**config.mk**
```make
export PLATFORM = sky130hd
export DESIGN_NAME = write_buffer
export DESIGN_NICKNAME = d
export VERILOG_FILES = /design/src/hdl/wb_cpu_pkg.sv /design/src/hdl/wb_bus_pkg.sv /design/src/hdl/wb_write_queue.sv /design/src/hdl/wb_cpu_port.sv /design/src/hdl/wb_bus_master.sv /design/src/hdl/write_buffer.sv
export VERILOG_INCLUDE_DIRS = /design/src /design/src/hdl
export SDC_FILE = /design/constraint.sdc
export NUM_CORES = 1
export LEC_CHECK = 0
export ABC_AREA = 1
export BUFFER_PORTS_ARGS = -buffer_cell sky130_fd_sc_hd__buf_4
export CORE_AREA = 2 2 330 332
export CTS_CLUSTER_SIZE = 25
export DETAILED_ROUTE_END_ITERATION = 16
export DIE_AREA = 0 0 332 334
export SYNTH_ARGS = -nofsm -noshare
export SYNTH_HDL_FRONTEND = slang
export SYNTH_HIERARCHICAL = 1
export SYNTH_SLANG_ARGS = --single-unit
```
**constraint.sdc**
```tcl
create_clock -name i_clock -period 12.05 [get_ports i_clock]
set_clock_uncertainty 0.1 [all_clocks]
set_input_delay 0 -clock i_clock [delete_from_list [all_inputs] [get_ports i_clock]]
set_output_delay 0 -clock i_clock [all_outputs]
set_load 0.02 [all_outputs]
```
**src/hdl/wb_cfg.svh**
```systemverilog
`ifndef WB_CFG_SVH
`define WB_CFG_SVH

// widths shared by the processor port and the bus
`define WB_ADDR_BITS 32
`define WB_DATA_BITS 32

// posted writes held before the processor has to wait
`define WB_QUEUE_DEPTH 16

`endif

```
**src/hdl/wb_cpu_pkg.sv**
```systemverilog
`default_nettype none

`include "wb_cfg.svh"

package wb_cpu_pkg;

	typedef logic [`WB_ADDR_BITS-1:0] cpu_addr_t;
	typedef logic [`WB_DATA_BITS-1:0] cpu_data_t;

	// one posted write, address in the upper half
	typedef struct packed {
		cpu_addr_t address;
		cpu_data_t data;
	} write_entry_t;

endpackage

`default_nettype wire

```
**src/hdl/wb_bus_pkg.sv**
```systemverilog
`default_nettype none

`include "wb_cfg.svh"

package wb_bus_pkg;

	typedef logic [`WB_ADDR_BITS-1:0] bus_addr_t;
	typedef logic [`WB_DATA_BITS-1:0] bus_data_t;

	// rw line on the bus, high for a write
	typedef enum logic {
		bus_read  = 1'b0,
		bus_write = 1'b1
	} bus_op_e;

endpackage

`default_nettype wire

```
**src/hdl/wb_write_queue.sv**
```systemverilog
`default_nettype none

`include "wb_cfg.svh"

module wb_write_queue #(
	parameter int DEPTH = `WB_QUEUE_DEPTH
) (
	input  wire logic                     i_clock,
	input  wire logic                     i_rst_n,
	input  wire logic                     i_push,
	input  wire wb_cpu_pkg::write_entry_t i_push_entry,
	input  wire logic                     i_pop,
	output wb_cpu_pkg::write_entry_t      o_pop_entry,
	output logic                          o_empty,
	output logic                          o_full
);
	import wb_cpu_pkg::*;

	localparam int PTR_BITS = (DEPTH > 1) ? $clog2(DEPTH) : 1;
	localparam int CNT_BITS = $clog2(DEPTH + 1);

	write_entry_t        mem [DEPTH];
	logic [PTR_BITS-1:0] wr_ptr;
	logic [PTR_BITS-1:0] rd_ptr;
	logic [CNT_BITS-1:0] count;
	logic [CNT_BITS-1:0] count_next;

	function automatic logic [PTR_BITS-1:0] ptr_inc(input logic [PTR_BITS-1:0] ptr);
		if (ptr == PTR_BITS'(DEPTH - 1))
			return '0;
		return ptr + 1'b1;
	endfunction

	always_comb begin
		count_next = count;
		case ({i_push, i_pop})
			2'b10: count_next = count + 1'b1;
			2'b01: count_next = count - 1'b1;
			default: ;
		endcase
	end

	always_ff @(posedge i_clock) begin
		if (!i_rst_n) begin
			wr_ptr  <= '0;
			rd_ptr  <= '0;
			count   <= '0;
			o_empty <= 1'b1;
			o_full  <= 1'b0;
		end else begin
			if (i_push)
				wr_ptr <= ptr_inc(wr_ptr);
			if (i_pop)
				rd_ptr <= ptr_inc(rd_ptr);
			count   <= count_next;
			o_empty <= (count_next == '0);
			o_full  <= (count_next == CNT_BITS'(DEPTH));
		end
	end

	always_ff @(posedge i_clock) begin
		if (i_push)
			mem[wr_ptr] <= i_push_entry;
	end

	assign o_pop_entry = mem[rd_ptr]; // head of queue

	a_no_push_full: assert property (@(posedge i_clock) disable iff (!i_rst_n)
		i_push |-> !o_full)
		else $error("write queue pushed while full");

	a_no_pop_empty: assert property (@(posedge i_clock) disable iff (!i_rst_n)
		i_pop |-> !o_empty)
		else $error("write queue popped while empty");

endmodule

`default_nettype wire

```
**src/hdl/wb_cpu_port.sv**
```systemverilog
`default_nettype none

module wb_cpu_port (
	input  wire logic                     i_clock,
	input  wire logic                     i_rst_n,
	input  wire logic                     i_cpu_request,
	input  wire logic                     i_cpu_rw,
	input  wire wb_cpu_pkg::cpu_addr_t    i_cpu_address,
	input  wire wb_cpu_pkg::cpu_data_t    i_cpu_wdata,
	output logic                          o_cpu_ready,
	output wb_cpu_pkg::cpu_data_t         o_cpu_rdata,
	input  wire logic                     i_queue_full,
	input  wire logic                     i_queue_empty,
	output logic                          o_push,
	output wb_cpu_pkg::write_entry_t      o_push_entry,
	input  wire logic                     i_master_idle,
	output logic                          o_rd_issue,
	output wb_cpu_pkg::cpu_addr_t         o_rd_address,
	input  wire logic                     i_rd_done,
	input  wire wb_cpu_pkg::cpu_data_t    i_rd_data
);
	import wb_cpu_pkg::*;

	typedef enum logic [1:0] {
		st_idle,
		st_ack,
		st_read_wait,
		st_read_pending
	} state_e;

	state_e state;
	logic   wr_accept;
	logic   rd_go;

	assign wr_accept = (state == st_idle) && i_cpu_request && i_cpu_rw && !i_queue_full;
	assign rd_go     = (state == st_read_wait) && i_queue_empty && i_master_idle;

	// write goes straight into the queue, acked next cycle
	assign o_push       = wr_accept;
	assign o_push_entry = write_entry_t'{address: i_cpu_address, data: i_cpu_wdata};

	always_ff @(posedge i_clock) begin
		if (!i_rst_n) begin
			state       <= st_idle;
			o_cpu_ready <= 1'b0;
			o_rd_issue  <= 1'b0;
		end else begin
			o_cpu_ready <= 1'b0;
			o_rd_issue  <= 1'b0;
			case (state)
				st_idle: begin
					if (wr_accept) begin
						o_cpu_ready <= 1'b1;
						state       <= st_ack;
					end else if (i_cpu_request && !i_cpu_rw) begin
						state <= st_read_wait;
					end
				end
				st_ack: state <= st_idle; // request drops after ready
				st_read_wait: begin
					if (rd_go) begin
						o_rd_issue <= 1'b1;
						state      <= st_read_pending;
					end
				end
				st_read_pending: begin
					if (i_rd_done) begin
						o_cpu_ready <= 1'b1;
						state       <= st_ack;
					end
				end
				default: state <= st_idle;
			endcase
		end
	end

	always_ff @(posedge i_clock) begin
		if (rd_go)
			o_rd_address <= i_cpu_address;
		if (state == st_read_pending && i_rd_done)
			o_cpu_rdata <= i_rd_data;
	end

	// no push can slip in between the empty check and the issue
	a_issue_empty: assert property (@(posedge i_clock) disable iff (!i_rst_n)
		o_rd_issue |-> i_queue_empty)
		else $error("read issued with writes still queued");

endmodule

`default_nettype wire

```
**src/hdl/wb_bus_master.sv**
```systemverilog
`default_nettype none

module wb_bus_master (
	input  wire logic                     i_clock,
	input  wire logic                     i_rst_n,
	input  wire logic                     i_queue_empty,
	output logic                          o_pop,
	input  wire wb_cpu_pkg::write_entry_t i_pop_entry,
	input  wire logic                     i_rd_issue,
	input  wire wb_cpu_pkg::cpu_addr_t    i_rd_address,
	output logic                          o_rd_done,
	output wb_cpu_pkg::cpu_data_t         o_rd_data,
	output logic                          o_idle,
	output logic                          o_bus_request,
	output wb_bus_pkg::bus_op_e           o_bus_rw,
	output wb_bus_pkg::bus_addr_t         o_bus_address,
	output wb_bus_pkg::bus_data_t         o_bus_wdata,
	input  wire logic                     i_bus_ready,
	input  wire wb_bus_pkg::bus_data_t    i_bus_rdata
);
	import wb_bus_pkg::*;

	typedef enum logic [1:0] {
		st_idle,
		st_write_busy,
		st_read_busy
	} state_e;

	state_e state;
	logic   rd_start;

	assign o_idle   = (state == st_idle);
	assign o_pop    = o_idle && !i_queue_empty; // queued writes go first
	assign rd_start = o_idle && i_queue_empty && i_rd_issue;

	always_ff @(posedge i_clock) begin
		if (!i_rst_n) begin
			state         <= st_idle;
			o_bus_request <= 1'b0;
			o_bus_rw      <= bus_read;
			o_rd_done     <= 1'b0;
		end else begin
			o_rd_done <= 1'b0;
			case (state)
				st_idle: begin
					if (o_pop) begin
						o_bus_request <= 1'b1;
						o_bus_rw      <= bus_write;
						state         <= st_write_busy;
					end else if (rd_start) begin
						o_bus_request <= 1'b1;
						o_bus_rw      <= bus_read;
						state         <= st_read_busy;
					end
				end
				st_write_busy: begin
					if (i_bus_ready) begin
						o_bus_request <= 1'b0;
						state         <= st_idle;
					end
				end
				st_read_busy: begin
					if (i_bus_ready) begin
						o_bus_request <= 1'b0;
						o_rd_done     <= 1'b1;
						state         <= st_idle;
					end
				end
				default: state <= st_idle;
			endcase
		end
	end

	always_ff @(posedge i_clock) begin
		if (o_pop) begin
			o_bus_address <= i_pop_entry.address;
			o_bus_wdata   <= i_pop_entry.data;
		end else if (rd_start) begin
			o_bus_address <= i_rd_address;
		end
		if (state == st_read_busy && i_bus_ready)
			o_rd_data <= i_bus_rdata;
	end

	// the slave may take its time, the request must not move
	a_hold_request: assert property (@(posedge i_clock) disable iff (!i_rst_n)
		o_bus_request && !i_bus_ready |=>
			o_bus_request && $stable(o_bus_address) && $stable(o_bus_rw))
		else $error("bus request changed before ready");

endmodule

`default_nettype wire

```
**src/hdl/write_buffer.sv**
```systemverilog
`default_nettype none

`include "wb_cfg.svh"

module write_buffer (
	input  wire logic                  i_clock,
	input  wire logic                  i_rst_n,
	input  wire logic                  i_cpu_request,
	input  wire logic                  i_cpu_rw,
	input  wire wb_cpu_pkg::cpu_addr_t i_cpu_address,
	input  wire wb_cpu_pkg::cpu_data_t i_cpu_wdata,
	output logic                       o_cpu_ready,
	output wb_cpu_pkg::cpu_data_t      o_cpu_rdata,
	output logic                       o_bus_request,
	output wb_bus_pkg::bus_op_e        o_bus_rw,
	output wb_bus_pkg::bus_addr_t      o_bus_address,
	output wb_bus_pkg::bus_data_t      o_bus_wdata,
	input  wire logic                  i_bus_ready,
	input  wire wb_bus_pkg::bus_data_t i_bus_rdata
);
	import wb_cpu_pkg::*;

	logic         queue_full;
	logic         queue_empty;
	logic         push;
	write_entry_t push_entry;
	logic         pop;
	write_entry_t pop_entry;
	logic         master_idle;
	logic         rd_issue;
	cpu_addr_t    rd_address;
	logic         rd_done;
	cpu_data_t    rd_data;

	wb_cpu_port u_cpu_port (
		.i_clock       (i_clock),
		.i_rst_n       (i_rst_n),
		.i_cpu_request (i_cpu_request),
		.i_cpu_rw      (i_cpu_rw),
		.i_cpu_address (i_cpu_address),
		.i_cpu_wdata   (i_cpu_wdata),
		.o_cpu_ready   (o_cpu_ready),
		.o_cpu_rdata   (o_cpu_rdata),
		.i_queue_full  (queue_full),
		.i_queue_empty (queue_empty),
		.o_push        (push),
		.o_push_entry  (push_entry),
		.i_master_idle (master_idle),
		.o_rd_issue    (rd_issue),
		.o_rd_address  (rd_address),
		.i_rd_done     (rd_done),
		.i_rd_data     (rd_data)
	);

	wb_write_queue #(
		.DEPTH (`WB_QUEUE_DEPTH)
	) u_write_queue (
		.i_clock      (i_clock),
		.i_rst_n      (i_rst_n),
		.i_push       (push),
		.i_push_entry (push_entry),
		.i_pop        (pop),
		.o_pop_entry  (pop_entry),
		.o_empty      (queue_empty),
		.o_full       (queue_full)
	);

	wb_bus_master u_bus_master (
		.i_clock       (i_clock),
		.i_rst_n       (i_rst_n),
		.i_queue_empty (queue_empty),
		.o_pop         (pop),
		.i_pop_entry   (pop_entry),
		.i_rd_issue    (rd_issue),
		.i_rd_address  (rd_address),
		.o_rd_done     (rd_done),
		.o_rd_data     (rd_data),
		.o_idle        (master_idle),
		.o_bus_request (o_bus_request),
		.o_bus_rw      (o_bus_rw),
		.o_bus_address (o_bus_address),
		.o_bus_wdata   (o_bus_wdata),
		.i_bus_ready   (i_bus_ready),
		.i_bus_rdata   (i_bus_rdata)
	);

endmodule

`default_nettype wire

```
### Yosys cells after proc, flatten, opt, wreduce, memory -nomap -nowiden

Memory sizes are Yosys's and may differ from the RTL's. A register that Yosys moved wholly into a read port is not among the register bits.
Cells that the tools add are included.

* $add $sub $neg: 4
* $mul: 0
* div/mod/pow operators: 0
* $lt $le $gt $ge: 0
* equality and inequality tests: 15
* shift-type cells: 0
* multiplexer cells: 36
* bitwise operators: 0
* reduce and logical (&&, ||, !) cells: 26

Operators by type and width (number)
* two-way mux 32 bit: 2
* two-way mux 4 bit: 6
* two-way mux 1 bit: 16
* two-way mux 2 bit: 7
* logical AND 1 bit: 11
* one-hot mux 5 bit (2 select lines): 1
* adder 4 x 1 -> 4 bit (second input constant): 2
* == test 2 bit (second input constant): 4
* == test 4 bit (second input constant): 2
* one-hot mux 2 bit (4 select lines): 1
* AND reduction 2 bit: 4
* == test 2 x 1 -> 1 bit (second input constant): 3
* inequality test 2 x 1 -> 1 bit (second input constant): 3
* AND reduction 3 bit: 2
* adder 5 x 1 -> 5 bit (second input constant): 1
* == test 5 bit (second input constant): 1
* zero test 5 bit: 1
* subtractor 5 x 1 -> 5 bit (second input constant): 1
* zero test 2 bit: 2
* one-hot mux 1 bit (2 select lines): 2
* one-hot mux 2 bit (2 select lines): 1
* nonzero test 2 bit: 2
* zero test 1 bit: 3
* inequality test 3 x 2 -> 1 bit (second input constant): 1
* 2 further kinds: 2

* register bits: 184
* bits in latches: 0
* RAM bits: 1024
* bits in read-only memories: 0
* output and inout port bits: 99
* logic and storage cells: 99
* memories kept: 1

Memories
* u_write_queue.mem: depth 16, width 64, read ports 1, clocked after Yosys merged registers in 1, wr ports 1, RTL line wb_write_queue.sv:22 `write_entry_t mem [DEPTH];`

### Depth between registers and ports, before layout

Gate-level depths: netlist of run 1.

* depth in word-level cells: 7
* mapped depth: 21

### Modules after synthesis

The synthesis of run 1 kept the hierarchy.

Modules (own cells, without submodules)
* wb_write_queue: times used 1, cells an instance 2828, area each 41657.5 um^2, sequential area each 31129.9 um^2
* wb_bus_master: times used 1, cells an instance 237, area each 3607.2 um^2, sequential area each 2982.9 um^2
* wb_cpu_port: times used 1, cells an instance 167, area each 2676.3 um^2, sequential area each 2001.9 um^2

### Worst setup path before layout of run 1

No wires, ideal clock.

* path kind: register -> register
* from: register u_cpu_port.state[1]
* to: memory u_write_queue/mem[11][0] (netlist name), enable pin
* setup time: 486 ps
* arrival: 3753 ps
* slack: 7711 ps
* cell stages (with the launch flop): 9
* path buffers: 0
* period minus slack after synthesis: 4339 ps
* cell sequence: dfxtp_1 > bufinv_8 > ha_1 > nand2_1 > inv_2 > nand2_2 > inv_2 > nand2_1 > nor2_1

* cells in the longest elaborated chain, start to end: 6

RTL lines
* start, declared: RTL line wb_cpu_port.sv:31 `state_e state;`
* start signal, assigned: RTL line wb_cpu_port.sv:44 `state <= st_idle;`
* start signal, assigned: RTL line wb_cpu_port.sv:54 `state <= st_ack;`
* start signal, assigned: RTL line wb_cpu_port.sv:56 `state <= st_read_wait;`
* zero test 2 bit: RTL line wb_cpu_port.sv:35 `assign wr_accept = (state == st_idle) && i_cpu_request && i_cpu_rw && !i_queue_full;`
* logical AND 1 bit (3 in series): RTL line wb_cpu_port.sv:35
* named net push: RTL line write_buffer.sv:25 `logic push;`
* two-way mux 1 bit: RTL line wb_write_queue.sv:62 `if (i_push)`
* two-way mux 1 bit (not written as such): RTL line wb_write_queue.sv:63 `mem[wr_ptr] <= i_push_entry;`
* end, declared: RTL line wb_write_queue.sv:22

The timed path passes the listed nets, and every way through them passes these cells.

### Worst setup path in the final report of run 1

* from: register u_cpu_port.state[1]
* to: memory u_write_queue/mem[15][48] (netlist name), enable pin

The elaborated chain is that of the path after synthesis.

==> impl_table.tex, run 1 <==
\begin{tabular}{lr}
\hline
Metric & Value \\
\hline
\multicolumn{2}{l}{\textbf{Placed design}} \\
Dpl hpwl & 54,910 µm \\
Total placed cells including tap cells & 4,638 \\
Total of buffers placed on input and output ports & 199 \\
Final weighted congestion of routability-driven global placement & 0.7351 \\
\multicolumn{2}{l}{\textbf{Worst setup path}} \\
Worst stage delay on the critical path & 0.98 ns \\
Critical Path Source & u\_cpu\_port/state[1] \\
Critical Path End Type & register \\
Data required, critical path & 12.28 ns \\
Worst EP arrival & 4.69 ns \\
Endpoint of the worst setup timing path & u\_write\_queue/mem[15][48] \\
CP max stage cell & nor2\_4 \\
Cell chain of the critical path & bufinv\_8 -> ha\_1 -> nand2\_1 -> inv\_2 -> nand2\_2 -> dlygate4sd3\_1 -> inv\_2 -> nand2\_1 -> nor2\_4 -> buf\_4 \\
Worst reg2reg path depth & 10 \\
Crit Reg-Reg Startpoint & u\_cpu\_port/state[1] \\
Startpoint class of the critical path & register \\
Crit-path max FO & 42 \\
Worst-case register-to-register setup slack & 7.59 ns \\
Startpoint-to-endpoint class of the critical path & register to register \\
End of the worst register-to-register path & u\_write\_queue/mem[15][48] \\
\multicolumn{2}{l}{\textbf{Clock network}} \\
Number of sinks handled by clock tree synthesis & 1,212 \\
Deepest clock path buffer count & 3 \\
Cell chosen for the clock root & clkbuf\_16 \\
Inserted Clock Buffers & 121 \\
Htree depth & 3 \\
Post-CTS resize count & 0 \\
Clock transition time at the flip-flop clock pins of the worst setup and hold paths & 0.06 ns \\
TritonCTS clock tree & done \\
Skew-Pair Late Insertion Delay & 0.72 ns \\
\multicolumn{2}{l}{\textbf{Synthesis}} \\
Sequential fraction of the synthesis area & 75.33\% \\
Number of synthesized register bits & 1,212 \\
Total number of yosys warnings & 6 \\
Netlist cell types & 31 \\
Synthesized cell area & 0.04794 mm² \\
Syn Inst Count & 3,232 \\
Mean area per synthesized cell & 14.83 µm² \\
Post-Syn Nets & 3,347 \\
\multicolumn{2}{l}{\textbf{STA}} \\
Number of slew-limit violations in the final report & 0 \\
Setup repair after global routing missed its margin & false \\
Final Setup Violations & 0 \\
Worst hold slack across all endpoints & 0.04294 ns \\
Clock period minus worst slack & 4.461 ns \\
Final worst path period share & 37.02\% \\
Headroom to the max-slew limit & 9.988\% \\
Highest clock frequency the design can meet & 224.2 MHz \\
Setup TNS & 0 ns \\
Worst-Margin Slew & 1.350 ns \\
Number of failing hold endpoints at the final stage & 0 \\
\multicolumn{2}{l}{\textbf{Worst hold path}} \\
Hold/Removal Path Class & input pin to register \\
\multicolumn{2}{l}{\textbf{Global routing}} \\
Antenna violations before repair & 9 \\
Tot GR Track Use & 20.67\% \\
First-pass GRT wire length & 170,800 µm \\
Vias in the first global route & 26,104 \\
GR Overflow Total & 0 \\
Pin count of the biggest net entering global routing & 196 \\
\multicolumn{2}{l}{\textbf{Pwr}} \\
Worst VDD drop & 0.1742 mV \\
Leakage power total & 0.01900 µW \\
Total power after layout & 11,630 µW \\
Power density cells & 209.6 mW/mm² \\
\multicolumn{2}{l}{\textbf{Final layout}} \\
Share of post-route cells with drive strength above 1 & 12.83\% \\
Number of standard cells in the final layout excluding fillers & 5,018 \\
Leading cell type in the layout, fill and taps excluded & edfxtp\_1 \\
Layout area overhead & 15.77\% \\
Final \#Nets & 3,618 \\
Top library cells by usage in the layout, fill and taps aside & 1,184 x edfxtp\_1, 288 x inv\_1, 259 x a21oi\_1 \\
\multicolumn{2}{l}{\textbf{Drt}} \\
Drt pass-1 iters & 6 \\
Via count & 27,089 \\
Detailed Route Iter0 Violations & 2,232 \\
Post-detailed-routing wire length & 116,300 µm \\
Count of nets left with antenna violations after detail routing & 0 \\
Vias per Instance & 5.398 \\
Number of remaining DRC errors & 0 \\
Average wire per standard cell & 23.19 µm \\
\multicolumn{2}{l}{\textbf{Outcome}} \\
Outcome & completed \\
\multicolumn{2}{l}{\textbf{Floorplan}} \\
Site row count & 121 \\
Placeable Area & 0.1078 mm² \\
Die X & 332 µm \\
Boundary pin count & 200 \\
Die Outline Area & 0.1109 mm² \\
Effective utilization at floorplan & 44.47\% \\
Vertical die dimension & 334 µm \\
\multicolumn{2}{l}{\textbf{Job}} \\
Max\_cap viols & 0 \\
\hline
\end{tabular}
-- final cells by class --
class	count	area, µm²
antenna	3	7.507
tap	1414	1769
clock buffer	145	3138
timing repair buffer	401	3426
sequential	1212	36130
fill	9032	52290
clock inverter	76	593.1
multi-input combinational	1467	9280
inverter	300	1157
-- critical path, delay by kind of cell (launching register included) --
kind | cells | cell delay, ns
fa+ha+maj | 1 | 0.17
buf+inv | 5 | 1.98
flops | 1 | 0.33
simple gates | 4 | 1.39
-- per-stage QoR --
step	util [%]	cell area [µm²]	setup slack, ns
3_5_place_dp	46.57	50200	8.029
6_report	51.49	55500	7.589
5_1_grt	51.49	55500	7.474
4_1_cts	51.48	55490	7.633
2_1_floorplan	-	47940	7.711
3_3_place_gp	46.57	50200	8.045
-- what timing repair did --
item / CTS / global route
endpoints found under the hold margin: 1148 / 0
setup buffers: 0 / 0
hold buffers: 156 / 0
-- how the worst min path moves through the flow --
stage                       from                          end  cells after the start
2_1_floorplan     i_bus_rdata[0]    u_bus_master/o_rd_data[0]                      0
3_3_place_gp     i_bus_rdata[21]   u_bus_master/o_rd_data[21]                      1
3_5_place_dp      i_bus_rdata[1]    u_bus_master/o_rd_data[1]                      1
4_1_cts        i_cpu_address[13]  u_cpu_port/o_rd_address[13]                      2
5_1_grt        i_cpu_address[15]     u_write_queue/mem[7][47]                      2
6_report          i_cpu_wdata[0]     u_write_queue/mem[14][0]                      2
-- per-layer routing --
layer | global-route usage (%) | vias up | part of all wire, %
met5 | 0 | - | 0.061
met3 | 3.473 | 163 | 5.9
met2 | 33.93 | 781 | 48
met4 | 5.464 | 10 | 2.1
met1 | 28.67 | 13607 | 44
li1 | - | 12528 | -
-- report_power, final --
group | total [µW] | switching, µW | internal (µW)
logic | 2950 | 1900 | 1040
clock network | 3560 | 1580 | 1980
registers | 5130 | 177 | 4950
-- logic make-up (layout without fill, tap and decap cells) --
| family | Yosys count | after routing | synth area share [%] |
|---|---|---|---|
| multiplexers | 256 | 256 | 5.345 |
| XOR/XNOR | 2 | 2 | 0.03654 |
| buffers and inverters | 553 | 922 | 5.585 |
| other | 0 | 3 | 0 |
| AND/OR/NAND/NOR | 358 | 358 | 3.161 |
| flip-flops | 1212 | 1212 | 75.33 |
| adder cells (fa/ha/maj) | 14 | 14 | 0.3654 |
| AO/OA/AOI/OAI | 837 | 837 | 10.18 |
-- synth_stat cells (all sizes together) --
library cell | n | area [µm²]
mux2i | 256 | 2562
ha | 14 | 175.2
o211ai | 256 | 1922
o21ai | 307 | 1536
edfxtp | 1184 | 35550
dfxtp | 28 | 560.5
buf | 181 | 1262
nor2 | 35 | 147.6
o21bai | 1 | 7.510
nor3 | 2 | 10.01
bufinv | 1 | 17.52
nand4 | 4 | 25.02
nand3 | 102 | 520.5
inv | 298 | 1124
clkinv | 1 | 3.750
a211oi | 2 | 15.01
nand2 | 215 | 812.0
a21oi | 271 | 1398
clkbuf | 72 | 270.3
xor2 | 2 | 17.52
-- registers in the layout (all words and copies together) (netlist names), 2 cells and up, named ones only --
| register | flops |
|---|---|
| u_bus_master/state | 2 |
| u_cpu_port/state | 2 |
| u_bus_master/o_bus_address | 32 |
| u_cpu_port/o_rd_address | 32 |
| u_bus_master/o_bus_wdata | 32 |
| u_write_queue/count | 5 |
| u_write_queue/mem | 1024 |
| u_write_queue/wr_ptr | 4 |
| u_bus_master/o_rd_data | 32 |
| u_cpu_port/o_cpu_rdata | 32 |
| u_write_queue/rd_ptr | 4 |
Power figures use the tool's default switching activity.
==> run 2, diff against run 1 <==
- ABC_AREA: 1 -> 0
- CORE_AREA: 2 2 330 332 -> 2 2 323 325
- DIE_AREA: 0 0 332 334 -> 0 0 325 327
- clock period: 12.05 -> 4 ns (I/O delays scaled with it)
==> run 2 against run 1 <==
Sequential cell count did not move. Via count fell by 25%. Highest routed layer unchanged. Critical endpoint is now u_write_queue/o_full. Synthesized area fell by 4.4%. Fmax rose by 42%. Worst hold slack improved by 0.0099 ns.
==> impl_table.tex, run 2 <==
\begin{tabular}{lr}
\hline
Metric & Value \\
\hline
\multicolumn{2}{l}{\textbf{Synthesis}} \\
Count of flip-flops with a built-in enable after synthesis & 1,184 (unchanged) \\
Ys async rst share & 0\% (unchanged) \\
Total number of yosys warnings & 6 (unchanged) \\
Post-synth top area share & 77.61\% (+3.4 points) \\
Post-Syn Nets & 1,962 (-41\%) \\
Sequential fraction of the synthesis area & 78.84\% (+3.5 points) \\
Cell accounting for the most synthesized area & edfxtp\_1 \\
Mean area per synthesized cell & 24.80 µm² (+67\%) \\
Dominant register cell in the synthesized netlist & edfxtp\_1 \\
Syn Inst Count & 1,847 (-43\%) \\
Cells taking the most area after synthesis & edfxtp\_1 78\%, mux4\_2 16\%, dfxtp\_1 1.2\% \\
Leading cell type by number of instances after synthesis & edfxtp\_1 \\
Netlist cell types & 46 (+48\%) \\
Number of synthesized register bits & 1,212 (unchanged) \\
Top cells by instance count after synthesis & 1,184 x edfxtp\_1, 320 x mux4\_2, 65 x buf\_4 \\
Synthesized cell area & 0.04581 mm² (-4.4\%) \\
\multicolumn{2}{l}{\textbf{Drt}} \\
Number of remaining DRC errors & 0 (unchanged) \\
Average wire per standard cell & 26.40 µm (+14\%) \\
Count of nets left with antenna violations after detail routing & 0 (unchanged) \\
Detailed Route Iter0 Violations & 1,826 (-18\%) \\
Drt pass-1 iters & 5 (-1) \\
Via count & 20,241 (-25\%) \\
Post-detailed-routing wire length & 97,810 µm (-16\%) \\
Vias per Instance & 5.463 (+1.2\%) \\
\multicolumn{2}{l}{\textbf{STA}} \\
Number of slew-limit violations in the final report & 0 (unchanged) \\
Final worst path period share & 78.62\% (+42 points) \\
Number of failing hold endpoints at the final stage & 0 (unchanged) \\
Clock period minus worst slack & 3.145 ns (-1.316 ns) \\
Setup TNS & 0 ns (unchanged) \\
Worst-Margin Slew & 1.035 ns (-0.3147 ns) \\
Headroom to the max-slew limit & 30.80\% (+21 points) \\
Final Setup Violations & 0 (unchanged) \\
Highest clock frequency the design can meet & 318.0 MHz (+42\%) \\
Worst Slack Setup Final & 0.8552 ns (-6.734 ns) \\
Setup repair after global routing missed its margin & false \\
\multicolumn{2}{l}{\textbf{Pwr}} \\
Leakage power total & 0.01715 µW (-9.8\%) \\
Internal Dissipation & 24,540 µW (+210\%) \\
Power density cells & 604.0 mW/mm² (+190\%) \\
Switching power & 8150 µW (+120\%) \\
Share of power burned in registers & 46.6\% (+2.5 points) \\
Net switching share of the total power & 24.93\% (-6.5 points) \\
Share of power burned in the clock network & 34.0\% (+3.4 points) \\
Worst VDD drop & 0.3663 mV (+110\%) \\
Combinational group share of total power & 19.4\% (-5.9 points) \\
\multicolumn{2}{l}{\textbf{Final layout}} \\
Final \#Nets & 2,339 (-35\%) \\
Number of filler instances in the final layout & 7,829 (-13\%) \\
Sequential cell area & 0.03613 mm² (unchanged) \\
Area of the multi-input gates & 0.008667 mm² (-6.6\%) \\
Top library cells by usage in the layout, fill and taps aside & 1,184 x edfxtp\_1, 320 x mux4\_2, 238 x buf\_4 \\
Flip-flop count of the largest register, all copies and words added & 1,024 (unchanged) \\
Share of post-route cells with drive strength above 1 & 35.46\% (+23 points) \\
Leading cell type in the layout, fill and taps excluded & edfxtp\_1 \\
Biggest register & u\_write\_queue/mem \\
Layout area overhead & 18.14\% \\
Final instance area & 0.05412 mm² (-2.5\%) \\
\multicolumn{2}{l}{\textbf{Floorplan}} \\
Effective utilization at floorplan & 44.52\% (about the same) \\
Die Outline Area & 0.1063 mm² (-4.2\%) \\
Placeable Area & 0.1029 mm² (-4.5\%) \\
Boundary pin count & 200 (unchanged) \\
Die X & 325 µm (-2.1\%) \\
Site row count & 118 (-2.5\%) \\
Vertical die dimension & 327 µm (-2.1\%) \\
\multicolumn{2}{l}{\textbf{Placed design}} \\
Total of buffers placed on input and output ports & 199 (unchanged) \\
Post-placement worst setup slack & 0.9161 ns (-7.113 ns) \\
Final weighted congestion of routability-driven global placement & 0.7265 (-1.2\%) \\
Dpl hpwl & 54,190 µm (-1.3\%) \\
Area after detailed placement & 0.04886 mm² (-2.7\%) \\
\multicolumn{2}{l}{\textbf{Global routing}} \\
First-pass GRT wire length & 145,000 µm (-15\%) \\
Pin count of the biggest net entering global routing & 85 (-57\%) \\
Vias in the first global route & 21,774 (-17\%) \\
Antenna violations before repair & 6 (-3) \\
Tot GR Track Use & 18.55\% (-2.1 points) \\
GR Overflow Total & 0 (unchanged) \\
\multicolumn{2}{l}{\textbf{Worst hold path}} \\
Hold/Removal Path Class & input pin to register \\
Worst hold stages & 2 (unchanged) \\
\multicolumn{2}{l}{\textbf{Worst setup path}} \\
Worst reg2reg path depth & 12 (+2) \\
Worst stage delay on the critical path & 0.39 ns (-0.59 ns) \\
Worst EP arrival & 3.61 ns (-1.08 ns) \\
CP max stage cell & dfxtp\_1 \\
Startpoint class of the critical path & register \\
Critical path's most frequent cell & ha\_1 \\
Crit-path max FO & 8 (-81\%) \\
Critical Path End Type & register \\
Startpoint-to-endpoint class of the critical path & register to register \\
Data required, critical path & 4.47 ns (-7.81 ns) \\
Cell chain of the critical path & inv\_1 -> ha\_1 -> and4b\_2 -> inv\_1 -> ha\_1 -> xor2\_1 -> ha\_1 -> nand2\_1 -> mux2\_2 -> a21oi\_1 -> xor2\_1 -> nor4b\_1 \\
\multicolumn{2}{l}{\textbf{Job}} \\
Max\_cap viols & 0 (unchanged) \\
\multicolumn{2}{l}{\textbf{Clock network}} \\
Inserted Clock Buffers & 118 (-2.5\%) \\
Post-CTS resize count & 0 (unchanged) \\
Cell chosen for the clock root & clkbuf\_16 \\
Number of sinks handled by clock tree synthesis & 1,212 (unchanged) \\
Deepest clock path buffer count & 3 (unchanged) \\
Htree depth & 3 (unchanged) \\
TritonCTS clock tree & done \\
Clock transition time at the flip-flop clock pins of the worst setup and hold paths & 0.06 ns (about the same) \\
Skew-Pair Late Insertion Delay & 0.69 ns (-0.03 ns) \\
\multicolumn{2}{l}{\textbf{Outcome}} \\
Outcome & completed \\
\hline
\end{tabular}
==> run 2: cell types whose count changed after synthesis, sizes merged, moves of 201 or more <==
cell | previous run | this run
a21oi | 271 | 9
inv | 298 | 9
mux2i | 256 | 5
mux4 | 0 | 320
nand2 | 215 | 14
o211ai | 256 | 0
o21ai | 307 | 4
==> run 2: repair_timing <==
| action | 4_1_cts | 5_1_grt |
|---|---|---|
| hold buffers | 134 | 0 |
| buffers inserted | 0 | 0 |
| hold endpoints to repair | 1148 | 0 |
==> run 2: path summary, 6_finish.rpt <==
check                        startpoint                          to  slack (ns)
min                   i_cpu_address[28]   u_write_queue/mem[15][60]        0.05
min reg2reg  u_bus_master/o_rd_data[18]  u_cpu_port/o_cpu_rdata[18]        0.32
max                 u_cpu_port/state[1]        u_write_queue/o_full        0.86
max reg2reg         u_cpu_port/state[1]        u_write_queue/o_full        0.86
==> run 2: logic make-up after synthesis <==
kind of cell	count (synthesis)	synth area share, %
flops	1212	78.84
mux	359	16.90
buf+inv	150	2.360
simple gates	78	0.9723
compound gates	27	0.4179
fa+ha+maj	14	0.3824
xor+xnor	7	0.1338
==> run 2: critical path, delay by kind of cell (launching register included) <==
kind | cells | cell delay [ns]
buf+inv | 2 | 0.21
xor+xnor | 2 | 0.45
mux | 1 | 0.26
flops | 1 | 0.39
fa+ha+maj | 3 | 0.78
compound gates | 1 | 0.18
simple gates | 3 | 0.68
==> run 2: area by class of cell <==
| class | instances | area share [%] |
|---|---|---|
| sequential | 1212 | 66.76 |
| clock inverter | 84 | 1.644 |
| timing repair buffer | 398 | 6.742 |
| inverter | 9 | 0.06242 |
| multi-input combinational | 485 | 16.02 |
| tap | 1380 | 3.191 |
| clock buffer | 136 | 5.581 |
| antenna | 1 | 0.004624 |
==> run 2: power by group through the flow <==
stage	logic (µW)	registers (µW)	clock network, µW
2_1_floorplan	4340	15700	0
3_3_place_gp	6270	15500	0
3_5_place_dp	6370	15500	0
4_1_cts	6500	15300	11400
5_1_grt	6780	15300	11900
6_report	6350	15200	11100
==> run 2: metrics by stage <==
stage | hold slack [ns] | instances | utilization [%] | total power (µW)
floorplan | -0.02892 | 1847 | - | 20030
global placement | 0.07775 | 3350 | 47.48 | 21760
detailed placement | 0.07929 | 3350 | 47.48 | 21890
CTS | 0.01834 | 3704 | 52.59 | 33130
global route | 0.05272 | 3705 | 52.59 | 33960
finish | 0.05286 | 3705 | 52.59 | 32690
==> run 2: layer usage <==
layer / up-vias / share of wire, % / track usage, %
met4: 10 / 2.1 / 5.093
met1: 10974 / 42 / 25.40
met2: 530 / 51 / 31.28
li1: 8589 / - / -
met5: - / 0.064 / 0
met3: 138 / 4.7 / 2.876
==> run 3, diff against run 2 <==
- ABC_AREA: 0 -> 1
- CORE_AREA: 2 2 323 325 -> 2 2 330 332
- DIE_AREA: 0 0 325 327 -> 0 0 332 334
- clock period: 4 -> 2.78 ns (I/O delays scaled with it)
==> run 3 against run 2 <==
Global-route usage is 1.4 points higher. Via count is 34% higher. Critical path depth shrank 2. Routed wire length rose by 14%. Cell count is 37% higher. Die area grew 4.3%. Critical path type unchanged. Highest routed layer unchanged. Clock-buffer cell count increased by 23. Utilization is 0.19 points lower. Largest cell class unchanged. Clock power grew 39%. Worst setup slack worse by 0.67 ns. Sequential cell count stayed put.
==> impl_table.tex, run 3 (synthesis results as in run 1) <==
\begin{tabular}{lr}
\hline
Metric & Value \\
\hline
\multicolumn{2}{l}{\textbf{Outcome}} \\
Outcome & completed \\
\multicolumn{2}{l}{\textbf{Worst setup path}} \\
Worst EP arrival & 2.88 ns (-0.73 ns) \\
Worst-case register-to-register setup slack & 0.18 ns (-0.67 ns) \\
Crit-path max FO & 19 (+11) \\
Startpoint class of the critical path & register \\
Worst reg2reg path depth & 10 (-2) \\
Critical Path Source & u\_cpu\_port/state[1] \\
End of the worst register-to-register path & u\_write\_queue/mem[8][9] \\
Crit Reg-Reg Startpoint & u\_cpu\_port/state[1] \\
Data required, critical path & 3.06 ns (-1.41 ns) \\
Endpoint of the worst setup timing path & u\_write\_queue/mem[8][9] \\
Startpoint-to-endpoint class of the critical path & register to register \\
Critical Path End Type & register \\
\multicolumn{2}{l}{\textbf{STA}} \\
Worst hold slack across all endpoints & 0.04575 ns (-0.007108 ns) \\
Worst Slack Setup Final & 0.1821 ns (-0.6731 ns) \\
Headroom to the max-slew limit & 58.93\% (+28 points) \\
Number of failing hold endpoints at the final stage & 0 (unchanged) \\
Number of slew-limit violations in the final report & 0 (unchanged) \\
Clock period minus worst slack & 2.598 ns (-0.5469 ns) \\
Final worst path period share & 93.45\% (+15 points) \\
Worst-Margin Slew & 0.6161 ns (-0.4194 ns) \\
Final Setup Violations & 0 (unchanged) \\
Highest clock frequency the design can meet & 384.9 MHz (+21\%) \\
\multicolumn{2}{l}{\textbf{Final layout}} \\
Final cell utilization of the core & 52.40\% (-0.19 points) \\
Final \#Nets & 3,659 (+56\%) \\
Leading cell type in the layout, fill and taps excluded & edfxtp\_1 \\
Share of post-route cells with drive strength above 1 & 14.50\% (-21 points) \\
Flip-flop count of the largest register, all copies and words added & 1,024 (unchanged) \\
Biggest register & u\_write\_queue/mem \\
Layout area overhead & 17.82\% \\
Top library cells by usage in the layout, fill and taps aside & 1,184 x edfxtp\_1, 287 x inv\_1, 259 x a21oi\_1 \\
\multicolumn{2}{l}{\textbf{Floorplan}} \\
Die X & 332 µm (+2.2\%) \\
Die Outline Area & 0.1109 mm² (+4.3\%) \\
Site row count & 121 (+2.5\%) \\
Effective utilization at floorplan & 44.47\% (about the same) \\
Placeable Area & 0.1078 mm² (+4.7\%) \\
Vertical die dimension & 334 µm (+2.1\%) \\
Boundary pin count & 200 (unchanged) \\
\multicolumn{2}{l}{\textbf{Worst hold path}} \\
Worst hold stages & 2 (unchanged) \\
Hold/Removal Path Class & input pin to register \\
\multicolumn{2}{l}{\textbf{Clock network}} \\
Inserted Clock Buffers & 119 (+0.85\%) \\
Cell chosen for the clock root & clkbuf\_16 \\
Htree depth & 3 (unchanged) \\
Deepest clock path buffer count & 3 (unchanged) \\
Skew-Pair Late Insertion Delay & 0.70 ns (about the same) \\
TritonCTS clock tree & done \\
Number of sinks handled by clock tree synthesis & 1,212 (unchanged) \\
Clock transition time at the flip-flop clock pins of the worst setup and hold paths & 0.06 ns (about the same) \\
\multicolumn{2}{l}{\textbf{Drt}} \\
Detailed Route Iter0 Violations & 2,218 (+21\%) \\
Drt pass-1 iters & 5 (unchanged) \\
Number of remaining DRC errors & 0 (unchanged) \\
Via count & 27,107 (+34\%) \\
Average wire per standard cell & 21.98 µm (-17\%) \\
Post-detailed-routing wire length & 111,200 µm (+14\%) \\
Count of nets left with antenna violations after detail routing & 0 (unchanged) \\
Vias per Instance & 5.358 (-1.9\%) \\
\multicolumn{2}{l}{\textbf{Pwr}} \\
Worst VDD drop & 0.6394 mV (+75\%) \\
Total power after layout & 51,330 µW (+57\%) \\
Power density cells & 908.7 mW/mm² (+50\%) \\
Leakage power total & 0.01943 µW (+13\%) \\
\multicolumn{2}{l}{\textbf{Global routing}} \\
First-pass GRT wire length & 167,300 µm (+15\%) \\
Antenna violations before repair & 6 (unchanged) \\
Tot GR Track Use & 19.90\% (+1.4 points) \\
Vias in the first global route & 26,574 (+22\%) \\
Pin count of the biggest net entering global routing & 87 (+2.4\%) \\
GR Overflow Total & 0 (unchanged) \\
\multicolumn{2}{l}{\textbf{Placed design}} \\
Total of buffers placed on input and output ports & 199 (unchanged) \\
Dpl hpwl & 59,530 µm (+9.9\%) \\
Final weighted congestion of routability-driven global placement & 0.7434 (+2.3\%) \\
Post-placement worst setup slack & 0.1744 ns (-0.7417 ns) \\
\multicolumn{2}{l}{\textbf{Job}} \\
Max\_cap viols & 0 (unchanged) \\
\hline
\end{tabular}
run 3: cell count changes in the layout (fill, tap and decap cells not counted), moves of 27 or more:
cell,before,now
o211ai_1,0,256
nand2_1,14,212
o21ai_0,4,166
buf_12,26,57
mux4_2,320,0
inv_1,9,287
mux2i_1,5,256
o21ai_1,0,141
nand3_1,3,99
mux2_4,27,0
a21oi_1,9,259
run 3: final cells by class:
cell class              count  area (µm²)
clock inverters            60       452.9
fillers                  8871       51310
flip-flops and latches   1212       36130
repair buffers            444        4387
inverters                 300        1157
multi-input cells        1467        9298
diodes                      3       7.507
clock buffers             159        3283
well taps                1414        1769
run 3: worst max-delay path, cell delays in order, from the launching register on:
cell,delay [ns]
dfxtp_2,0.32
bufinv_8,0.17
ha_1,0.18
nand2_1,0.09
inv_2,0.07
nand2_4,0.07
inv_2,0.09
buf_4,0.14
nand2_1,0.24
nor2_4,0.52
buf_12,0.28
run 3: report_power, final:
group	switching [µW]	internal, µW	total (µW)
sequential	584	21400	22000
combinational	8680	5210	13900
clock	6620	8790	15400
run 3: what timing repair did:
| item | in CTS | in global routing |
|---|---|---|
| endpoints found under the hold margin | 1148 | 0 |
| setup endpoints to repair | 0 | 3 |
| hold buffers | 136 | 0 |
| buffers inserted | 0 | 1 |
| resized for setup | 0 | 7 |
run 3: worst min-delay path by stage:
stage,startpoint,end,slack [ns]
after global routing,i_cpu_wdata[11],u_write_queue/mem[8][11],0.05
after floorplan,i_bus_rdata[0],u_bus_master/o_rd_data[0],-0.001
after CTS,i_cpu_wdata[11],u_write_queue/mem[15][11],0.002
after global placement,i_bus_rdata[15],u_bus_master/o_rd_data[15],0.08
final,i_cpu_wdata[11],u_write_queue/mem[15][11],0.05
after detailed placement,i_bus_rdata[25],u_bus_master/o_rd_data[25],0.08
run 3: stage by stage:
stage	TNS (ns)	instance area, µm²	std cells
2_1_floorplan	-522.75	47980	3232
3_3_place_gp	0	51350	4700
3_5_place_dp	0	51350	4700
4_1_cts	0	56450	5055
5_1_grt	-0.002557	56480	5058
6_report	0	56490	5059
run 3: routing by layer:
metal / share of wire, % / track usage [%] / vias up
met5: 0.031 / 0 / -
met4: 1.8 / 4.903 / 6
met3: 5.3 / 3.641 / 145
met2: 48 / 32.69 / 694
met1: 45 / 27.54 / 13637
li1: - / - / 12625
